==> src/coreConsts.svh <==
`ifndef CORE_CONSTS_SVH
`define CORE_CONSTS_SVH

// ------------------------------
// datapath sizing
`define XLEN       64
`define NUM_REGS   32

`define RESET_PC   64'h0000_0000_0000_0000  // first fetch address

// ------------------------------
// RV64I base opcodes kept by the core
`define OP_LUI     7'b0110111
`define OP_AUIPC   7'b0010111
`define OP_JAL     7'b1101111
`define OP_JALR    7'b1100111
`define OP_BRANCH  7'b1100011
`define OP_IMM     7'b0010011
`define OP_REG     7'b0110011

`endif

==> src/corePkg.sv <==
`include "coreConsts.svh"

package corePkg;

    typedef logic [`XLEN-1:0] xlenT;    // data word or address
    typedef logic [31:0]      instrT;
    typedef logic [4:0]       regIdxT;
    typedef logic [2:0]       funct3T;

    typedef enum logic [3:0] {
        aluAdd,
        aluSub,
        aluAnd,
        aluOr,
        aluXor,
        aluSlt,
        aluSltu,
        aluSll,
        aluSrl,
        aluSra
    } aluOpT;

    // source of ALU operand A
    typedef enum logic [1:0] {
        selReg,
        selZero,    // lui
        selPc       // auipc
    } opASelT;

    // ------------------------------
    typedef struct packed {
        logic   valid;
        regIdxT rs1;
        regIdxT rs2;
        regIdxT rd;
        logic   regWrite;
        logic   aluSrcImm;  // operand B from imm
        aluOpT  aluOp;
        opASelT opASel;
        logic   isBranch;
        logic   isJal;
        logic   isJalr;
        funct3T funct3;     // branch condition
        xlenT   imm;
    } decodeT;

    typedef struct packed {
        xlenT   pc;
        instrT  instr;
        decodeT decode;
        xlenT   rs1Data;
        xlenT   rs2Data;
    } idExT;

    typedef struct packed {
        logic valid;
        xlenT target;
    } redirectT;

    typedef struct packed {
        logic   wen;
        regIdxT rd;
        xlenT   data;
    } wbT;

    typedef struct packed {
        logic   valid;
        xlenT   pc;
        instrT  instr;
        logic   wen;
        regIdxT rd;
        xlenT   data;
    } commitT;

endpackage

==> src/instrDecoder.sv <==
`timescale 1ns/100ps
`include "coreConsts.svh"

module instrDecoder (
    input  corePkg::instrT  instr,
    output corePkg::decodeT dec
);
    import corePkg::*;

    logic [6:0] opcode;
    funct3T     funct3;
    logic       funct7Alt;  // instr[30] selects sub and sra
    xlenT       immI;
    xlenT       immU;
    xlenT       immJ;
    xlenT       immB;

    assign opcode    = instr[6:0];
    assign funct3    = instr[14:12];
    assign funct7Alt = instr[30];

    // ------------------------------
    // immediates sign extended to XLEN
    assign immI = {{(`XLEN-12){instr[31]}}, instr[31:20]};
    assign immU = {{(`XLEN-32){instr[31]}}, instr[31:12], 12'b0};
    assign immJ = {{(`XLEN-21){instr[31]}}, instr[31], instr[19:12],
                   instr[20], instr[30:21], 1'b0};
    assign immB = {{(`XLEN-13){instr[31]}}, instr[31], instr[7],
                   instr[30:25], instr[11:8], 1'b0};

    // shared by register and immediate forms
    function automatic aluOpT funct3ToOp(funct3T f3, logic alt);
        case (f3)
            3'b000:  return alt ? aluSub : aluAdd;
            3'b001:  return aluSll;
            3'b010:  return aluSlt;
            3'b011:  return aluSltu;
            3'b100:  return aluXor;
            3'b101:  return alt ? aluSra : aluSrl;
            3'b110:  return aluOr;
            default: return aluAnd;
        endcase
    endfunction

    always_comb begin
        dec        = '0;
        dec.rs1    = instr[19:15];
        dec.rs2    = instr[24:20];
        dec.rd     = instr[11:7];
        dec.funct3 = funct3;
        case (opcode)
            `OP_REG: begin
                dec.valid    = !instr[25];  // M extension not present
                dec.regWrite = 1'b1;
                dec.aluOp    = funct3ToOp(funct3, funct7Alt);
            end
            `OP_IMM: begin
                dec.valid     = 1'b1;
                dec.regWrite  = 1'b1;
                dec.aluSrcImm = 1'b1;
                dec.aluOp     = funct3ToOp(funct3, funct7Alt && funct3 == 3'b101);  // no subi
                dec.imm       = immI;
            end
            `OP_LUI: begin
                dec.valid     = 1'b1;
                dec.regWrite  = 1'b1;
                dec.aluSrcImm = 1'b1;
                dec.opASel    = selZero;
                dec.imm       = immU;
            end
            `OP_AUIPC: begin
                dec.valid     = 1'b1;
                dec.regWrite  = 1'b1;
                dec.aluSrcImm = 1'b1;
                dec.opASel    = selPc;
                dec.imm       = immU;
            end
            `OP_JAL: begin
                dec.valid    = 1'b1;
                dec.regWrite = 1'b1;
                dec.isJal    = 1'b1;
                dec.imm      = immJ;
            end
            `OP_JALR: begin
                dec.valid    = funct3 == 3'b000;
                dec.regWrite = 1'b1;
                dec.isJalr   = 1'b1;
                dec.imm      = immI;
            end
            `OP_BRANCH: begin
                dec.valid    = funct3[2:1] != 2'b01;  // 010 and 011 unused
                dec.isBranch = 1'b1;
                dec.imm      = immB;
            end
            default: ;  // bubble
        endcase
    end

endmodule

==> src/fetchStage.sv <==
`timescale 1ns/100ps
`include "coreConsts.svh"

module fetchStage (
    input  logic              clk,
    input  logic              reset,
    output corePkg::xlenT     fetchAddr,
    input  corePkg::instrT    fetchInstr,
    output corePkg::regIdxT   rs1Idx,
    output corePkg::regIdxT   rs2Idx,
    input  corePkg::xlenT     rs1Data,
    input  corePkg::xlenT     rs2Data,
    input  corePkg::redirectT redirect,
    output corePkg::idExT     idEx
);
    import corePkg::*;

    xlenT   pc;
    xlenT   nextPc;
    decodeT dec;
    idExT   stage;

    instrDecoder decoder (
        .instr(fetchInstr),
        .dec  (dec)
    );

    assign fetchAddr = pc;
    assign rs1Idx    = dec.rs1;
    assign rs2Idx    = dec.rs2;

    // ------------------------------
    // next PC
    always_comb begin
        if (redirect.valid) begin
            nextPc = redirect.target;  // execute redirect wins over jal
        end else if (dec.valid && dec.isJal) begin
            nextPc = pc + dec.imm;
        end else begin
            nextPc = pc + 4;
        end
    end

    always_ff @(posedge clk) begin
        if (reset) begin
            pc <= `RESET_PC;
        end else begin
            pc <= nextPc;
        end
    end

    // ------------------------------
    // fetch/execute register
    always_ff @(posedge clk) begin
        if (reset) begin
            stage.decode.valid <= 1'b0;
        end else begin
            stage.pc           <= pc;
            stage.instr        <= fetchInstr;
            stage.decode       <= dec;
            stage.decode.valid <= dec.valid && !redirect.valid;  // squash
            stage.rs1Data      <= rs1Data;
            stage.rs2Data      <= rs2Data;
        end
    end

    assign idEx = stage;

endmodule

==> config.mk <==
export PLATFORM = sky130hd
export DESIGN_NAME = fetchStage
export DESIGN_NICKNAME = d
export VERILOG_FILES = /design/src/corePkg.sv /design/src/instrDecoder.sv /design/src/fetchStage.sv
export VERILOG_INCLUDE_DIRS = /design/src
export SDC_FILE = /design/constraint.sdc
export NUM_CORES = 1
export LEC_CHECK = 0
export BUFFER_PORTS_ARGS = -buffer_cell sky130_fd_sc_hd__buf_2
export CAP_MARGIN = 20
export CORE_AREA = 3 3 237 239
export CTS_BUF_LIST = sky130_fd_sc_hd__clkbuf_4 sky130_fd_sc_hd__clkbuf_8 sky130_fd_sc_hd__clkbuf_16
export CTS_CLUSTER_SIZE = 28
export DETAILED_ROUTE_END_ITERATION = 12
export DIE_AREA = 0 0 240 242
export GPL_ROUTABILITY_DRIVEN = 1
export PLACE_DENSITY = 0.55
export SETUP_SLACK_MARGIN = 0.2
export SYNTH_ARGS = -nofsm -noshare
export SYNTH_HDL_FRONTEND = slang
export SYNTH_SLANG_ARGS = --single-unit
==> constraint.sdc <==
create_clock -name clk -period 12.43 [get_ports clk]
set_clock_uncertainty 0.1 [all_clocks]
set_input_delay 1.8645 -clock clk [delete_from_list [all_inputs] [get_ports clk]]
set_output_delay 1.8645 -clock clk [all_outputs]
set_load 0.01 [all_outputs]
==> out/metrics.csv, run 1 <==
metric;value;unit
Slew @ Worst Pin;1.08;ns
Seq. cell area;0.00932;mm2
RSZ-0062 raised after global routing;false;
CP dominant cell by count;o21ai_0;
hold-fix buffers at CTS;0;
Final #Nets;2359;
clock sinks;332;
largest family of logic cells by synthesized area;compound AO/OA/AOI/OAI gates;
Die Ht;242;um
setup slack, reg-to-reg;8.32;ns
clk slew on worst S/H paths;0.06;ns
aggregate global-route resource usage;24.0;%
YS warnings;0;
flops & latches, synth;332;
Post-Synth XOR/XNOR Area;5.95;%
CTS buffer count;41;
Final period util;50.4;%
commonest register cell after synthesis;edfxtp_1;
largest net degree at the start of global routing;106;
Setup-failing EPs final;0;
via/cell ratio;5.16;
Post-synth EDFFs;267;
Min-Delay Path Class;reg -> reg;
DP HPWL;57600;um
Die ar.;0.0581;mm2
CTS H-Tree Depth;2;
Initial Utilization;31.0;%
deepest clock path buffer count;3;
Seq/Total Area, Yosys;55.6;%
Post-Synth Adder-Cell Area;4.89;%
drt pass-1 iters;5;
CP Data Arrival Time;6.55;ns
IO Port Bufs;618;
Die W;240;um
Critical-path top delay cell;o21ai_0;
area of the mapped netlist;0.0168;mm2
GPL Wtd Cong;0.944;
# resized after CTS;0;
worst rel slew slack;28.3;%
Setup TNS Final;0;ns
final max-slew violation count;0;
Core Region;0.0540;mm2
Required @ worst endpoint;12.73;ns
post-synthesis simple-gate area fraction;12.9;%
CP startpoint kind;input port;
Syn Area/Cell;11.1;um2
Leak;9.31;nW
peak supply drop;0.0000836;V
Final Cell Area;0.0216;mm2
mux contribution to synthesized area;0.425;%
Critical Path Max Stage Delay;0.77;ns
grt total ovfl;0;
min Tclk post-route;6.26;ns
FP Rows;85;
CP cell instances;buf_2 -> nand3b_1 -> o21ai_0 -> a21o_1 -> o21ai_0 -> inv_1 -> buf_4 -> ha_1 -> a21o_1 -> a211oi_1 -> o21ai_0 -> nand2_1 -> nand3_1 -> o21ai_0 -> o21ai_0 -> xnor2_1 -> a21oi_1;
# IOs;619;
Placed Area;0.0202;mm2
Synth async-reset ratio;0;%
drt drc;0;
type of the worst setup path;in -> reg;
commonest non-fill, non-tap cell in the layout;buf_2;
Power Dens Cells;134;mW/mm2
Crit Path Max Fanout;33;
CTS tree;built;
Fillers;5383;
first-pass GRT wire length;102000;um
drt initial violations;1065;
final hold violations;0;
root buf cell;clkbuf_16;
commonest cells after routing, fill and taps aside;buf_2, edfxtp_1, a21oi_1;
Synth Instances;1509;
vias in the first global route;14198;
Syn Nets;1801;
Fmax;160;MHz
Area Growth Syn to Fin;28.7;%
Synth Area in Compound Gates;15.5;%
crit end category;register;
layout cells sized above 1;34.6;%
status;completed;
vias;14520;
WL/cell;25.9;um
ANT nets after route;0;
routed wire length;72800;um
max cap viols;0;
worst-skew pair later-pin latency;0.56;ns
multi-input logic area;0.00666;mm2
post-synth cell types;72;
setup bufs post-CTS;0;
antenna violations before repair;30;
-- layer usage --
layer | part of all wire [%] | GRT usage [%] | vias to the layer above
li1 | - | - | 6718
met1 | 41 | 29.7 | 7054
met2 | 49 | 41.4 | 629
met3 | 7.4 | 5.71 | 117
met4 | 3.2 | 7.13 | 2
met5 | 0.018 | 0 | -
-- state kept, by name (all words and copies together) (netlist names) --
signal,cells
idEx,268
fetchAddr,64
-- cell usage after synthesis (all sizes together) (8+ instances only) --
| cell type | count | area, um2 |
|---|---|---|
| or3 | 10 | 77.6 |
| a21o | 47 | 353 |
| clkbuf | 52 | 195 |
| o21ai | 81 | 405 |
| nor4 | 9 | 62.6 |
| and3 | 19 | 119 |
| o221ai | 8 | 70.1 |
| inv | 32 | 120 |
| o211ai | 9 | 67.6 |
| nand3 | 32 | 165 |
| nand2 | 123 | 462 |
| edfxtp | 267 | 8020 |
| nand4 | 44 | 305 |
| dfxtp | 65 | 1300 |
| nand2b | 8 | 50.1 |
| xnor2 | 53 | 464 |
| and2 | 9 | 56.3 |
| ha | 64 | 801 |
| a21oi | 136 | 681 |
| nor3 | 24 | 125 |
| a31oi | 10 | 62.6 |
| a22oi | 11 | 82.6 |
| a211oi | 28 | 210 |
| a221oi | 8 | 76.3 |
| xor2 | 61 | 534 |
| and4 | 11 | 98.8 |
| o21a | 9 | 67.6 |
| o21bai | 19 | 143 |
| nor2 | 127 | 503 |
| buf | 67 | 489 |
-- cell type report --
type	instances	area share, %
Sequential cell	332	43.2
Multi-Input combinational cell	1026	30.9
Timing Repair Buffer	634	15.0
Clock buffer	50	5.09
Tap cell	696	4.03
Clock inverter	22	1.04
Inverter	32	0.591
Antenna cell	21	0.243
-- through the flow --
step,total power [mW],setup WS [ns],hold slack (ns),cells,utilization (%)
finish,2.88,6.17,0.415,2813,40.0
global route,2.99,5.72,0.434,2800,39.9
CTS,2.91,6.16,0.417,2791,39.8
detailed placement,1.71,5.56,0.401,2719,37.4
global placement,1.71,5.59,0.404,2719,37.4
floorplan,1.53,1.25,0.426,1509,-
-- final timing paths --
check,start,end,depth (start not counted)
max,fetchInstr[5],fetchAddr[59]$_SDFF_PP0_,17
min,fetchAddr[0]$_SDFFE_PP0P_,idEx[254]$_DFFE_PN_,0
max reg2reg,fetchAddr[18]$_SDFF_PP0_,fetchAddr[57]$_SDFF_PP0_,9
min reg2reg,fetchAddr[0]$_SDFFE_PP0P_,idEx[254]$_DFFE_PN_,0
-- kinds of logic after synthesis --
family,count (synthesis)
buffers and inverters,151
XOR/XNOR,114
AO/OA/AOI/OAI,405
adder cells (fa/ha/maj),65
flip-flops,332
multiplexers,7
AND/OR/NAND/NOR,435
-- where the power goes --
part | switching [mW] | internal, mW | total (mW) | leakage [nW]
combinational | 0.213 | 0.129 | 0.342 | 5.49
sequential | 0.0563 | 1.29 | 1.34 | 3.17
clock | 0.487 | 0.713 | 1.20 | 0.652
-- worst max-delay path: cells and delay by family --
kind	cells	cell delay [ns]
AOI/OAI and AO/OA	9	2.95
buffers and inverters	3	0.55
adders and majority gates	1	0.47
and+or+nand+nor	3	0.46
xor gates and xnor gates	1	0.21
Note: power is estimated with default switching activity, not from simulation.
==> run 2, diff against run 1 <==
- CORE_AREA: 3 3 237 239 -> 3 3 242 244
- DIE_AREA: 0 0 240 242 -> 0 0 245 247
- clock period: 12.43 -> 5.4 ns (I/O delays scaled with it)
==> run 2 against run 1 <==
  * Worst setup slack lost 5.6 ns
  * Combinational power is 130% higher
  * Critical path depth fell by 1
  * Global-route usage fell by 1.2 points
  * Routed wire length shrank 0.59%
  * Non-clock buffer count grew 38
  * Register-to-register slack got worse by 6.8 ns
  * Clock-buffer cell count increased by 3
  * Design area up 1.7%
  * Hold slack got worse by 0.089 ns
==> out/metrics.csv, run 2 (same netlist as run 1, synthesis figures left out) <==
metric;value;unit;change
layout cells sized above 1;36.1;%;was 34.6%
# resized after CTS;0;;unchanged
root buf cell;clkbuf_16;;unchanged
Die Ht;247;um;was 242 um
final max-slew violation count;0;;unchanged
vias in the first global route;14553;;was 14198
clock sinks;332;;unchanged
drt pass-1 iters;5;;unchanged
type of the worst setup path;in -> reg;;unchanged
Switching Share;25.9;%;was 26.2%
largest net degree at the start of global routing;97;;was 106
# IOs;619;;unchanged
vias;14799;;was 14520
NetSw;1.73;mW;was 756 uW
CP startpoint kind;input port;;unchanged
Leak;9.53;nW;was 9.31 nW
Final period util;89.4;%;
Final #Nets;2396;;was 2359
Critical Path Max Stage Delay;0.50;ns;was 0.77 ns
hold-fix buffers at CTS;0;;unchanged
Initial Utilization;29.7;%;was 31.0%
Critical-path top delay cell;and2_1;;was o21ai_0
Area Growth Syn to Fin;30.8;%;was 28.7%
CP cell instances;buf_2 -> nand3b_1 -> nor2_1 -> a21o_1 -> and2_1 -> a21o_1 -> ha_1 -> nand4_1 -> or3_1 -> o21a_1 -> o211ai_1 -> o21ai_0 -> buf_4 -> o31ai_1 -> a221o_1 -> nor2_1;;was buf_2 -> nand3b_1 -> o21ai_0 -> a21o_1 -> o21ai_0 -> inv_1 -> buf_4 -> ha_1 -> a21o_1 -> a211oi_1 -> o21ai_0 -> nand2_1 -> nand3_1 -> o21ai_0 -> o21ai_0 -> xnor2_1 -> a21oi_1
combinational share of power;11.9;%;about the same
crit end category;register;;unchanged
commonest cells after routing, fill and taps aside;buf_2, edfxtp_1, a21oi_1;;unchanged
WL/cell;25.0;um;was 25.9 um
Setup-failing EPs final;0;;unchanged
antenna violations before repair;21;;was 30
clock power share;41.9;%;was 41.6%
Reg-to-Reg Start;fetchAddr[15]$_SDFF_PP0_;;was fetchAddr[18]$_SDFF_PP0_
Fmax;207;MHz;
Die ar.;0.0605;mm2;was 0.0581 mm2
Crit Path Max Fanout;11;;was 33
worst-skew pair later-pin latency;0.55;ns;was 0.56 ns
min Tclk post-route;4.83;ns;
CTS buffer count;40;;was 41
IO Port Bufs;618;;unchanged
Slew @ Worst Pin;0.988;ns;was 1.08 ns
clk slew on worst S/H paths;0.06;ns;about the same
Critical path buffers and inverters;2;;was 3
DP HPWL;57800;um;was 57600 um
register share of total power;46.2;%;was 46.5%
CTS tree;built;;unchanged
worst rel slew slack;33.9;%;was 28.3%
Hold Startpoint;rs2Data[25];;was fetchAddr[0]$_SDFFE_PP0P_
CTS H-Tree Depth;2;;unchanged
aggregate global-route resource usage;22.8;%;was 24.0%
Required @ worst endpoint;5.74;ns;was 12.73 ns
Min-Delay Path Class;in -> reg;;was reg -> reg
grt total ovfl;0;;unchanged
max cap viols;0;;unchanged
Die W;245;um;was 240 um
Pwr Total;6.69;mW;was 2.88 mW
status;completed;;unchanged
Setup TNS Final;0;ns;unchanged
internal power;4.96;mW;was 2.13 mW
FP Rows;87;;was 85
Crit path max-delay family;compound AO/OA/AOI/OAI gates;;unchanged
setup bufs post-CTS;0;;unchanged
via/cell ratio;5.10;;was 5.16
CP Data Arrival Time;5.17;ns;was 6.55 ns
drt drc;0;;unchanged
Core Region;0.0565;mm2;was 0.0540 mm2
first-pass GRT wire length;101000;um;was 102000 um
hold slack;0.326;ns;was 0.415 ns
routed wire length;72400;um;was 72800 um
commonest non-fill, non-tap cell in the layout;buf_2;;unchanged
RSZ-0062 raised after global routing;false;;unchanged
ANT nets after route;0;;unchanged
final hold violations;0;;unchanged
Util after Layout;38.8;%;was 40.0%
Crit. Startpoint;fetchInstr[5];;unchanged
GPL Wtd Cong;0.929;;was 0.944
deepest clock path buffer count;3;;unchanged
peak supply drop;0.000180;V;was 0.0000836 V
max reg flops;268;;unchanged
Power Dens Cells;305;mW/mm2;was 134 mW/mm2
drt initial violations;1288;;was 1065
==> run 2: cell count changes in the layout (fill, tap and decap cells not counted), sizes merged <==
cell / delta
buf: +38
diode: -11
clkbuf: +3
clkinv: -2
bufinv: +1
clkinvlp: -1
==> run 2: final timing paths <==
check             slack (ns)  depth (start not counted)                       end
setup / recovery        0.57                         16  fetchAddr[55]$_SDFF_PP0_
hold / removal          0.33                          1        idEx[25]$_DFFE_PN_
setup reg to reg        1.52                          9  fetchAddr[52]$_SDFF_PP0_
hold reg to reg         0.45                          0       idEx[301]$_DFFE_PN_
==> run 2: power by group through the flow <==
stage                     logic (mW)  registers, mW  clock network, mW
after floorplan                0.301           3.20                  0
after global placement         0.794           3.15                  0
after detailed placement       0.797           3.15                  0
after CTS                      0.800           3.09               2.88
after global routing           0.859           3.11               2.97
final                          0.796           3.09               2.80
==> run 2: area by class of cell <==
type	instances	area (um2)
fill	5563	34600
sequential	332	9320
multi-input combinational	1026	6660
timing repair buffer	672	3510
clock buffer	53	1100
tap	756	946
clock inverter	20	255
inverter	32	128
antenna	10	25.0
==> run 2: routing by layer <==
metal | up-vias | share of wire [%] | global-route usage (%)
met2 | 716 | 48 | 38.1
met5 | - | 0 | 0
li1 | 6784 | - | -
met3 | 122 | 8.1 | 5.71
met4 | 0 | 3.6 | 8.65
met1 | 7177 | 40 | 28.6
==> run 2: per-stage QoR <==
stage | cells | area (um2) | setup WS (ns)
2_1_floorplan | 1509 | 16800 | 0.672
3_3_place_gp | 2818 | 20600 | 0.144
3_5_place_dp | 2818 | 20600 | 0.0617
4_1_cts | 2891 | 21900 | 0.629
5_1_grt | 2897 | 21900 | 0.244
6_report | 2901 | 21900 | 0.571
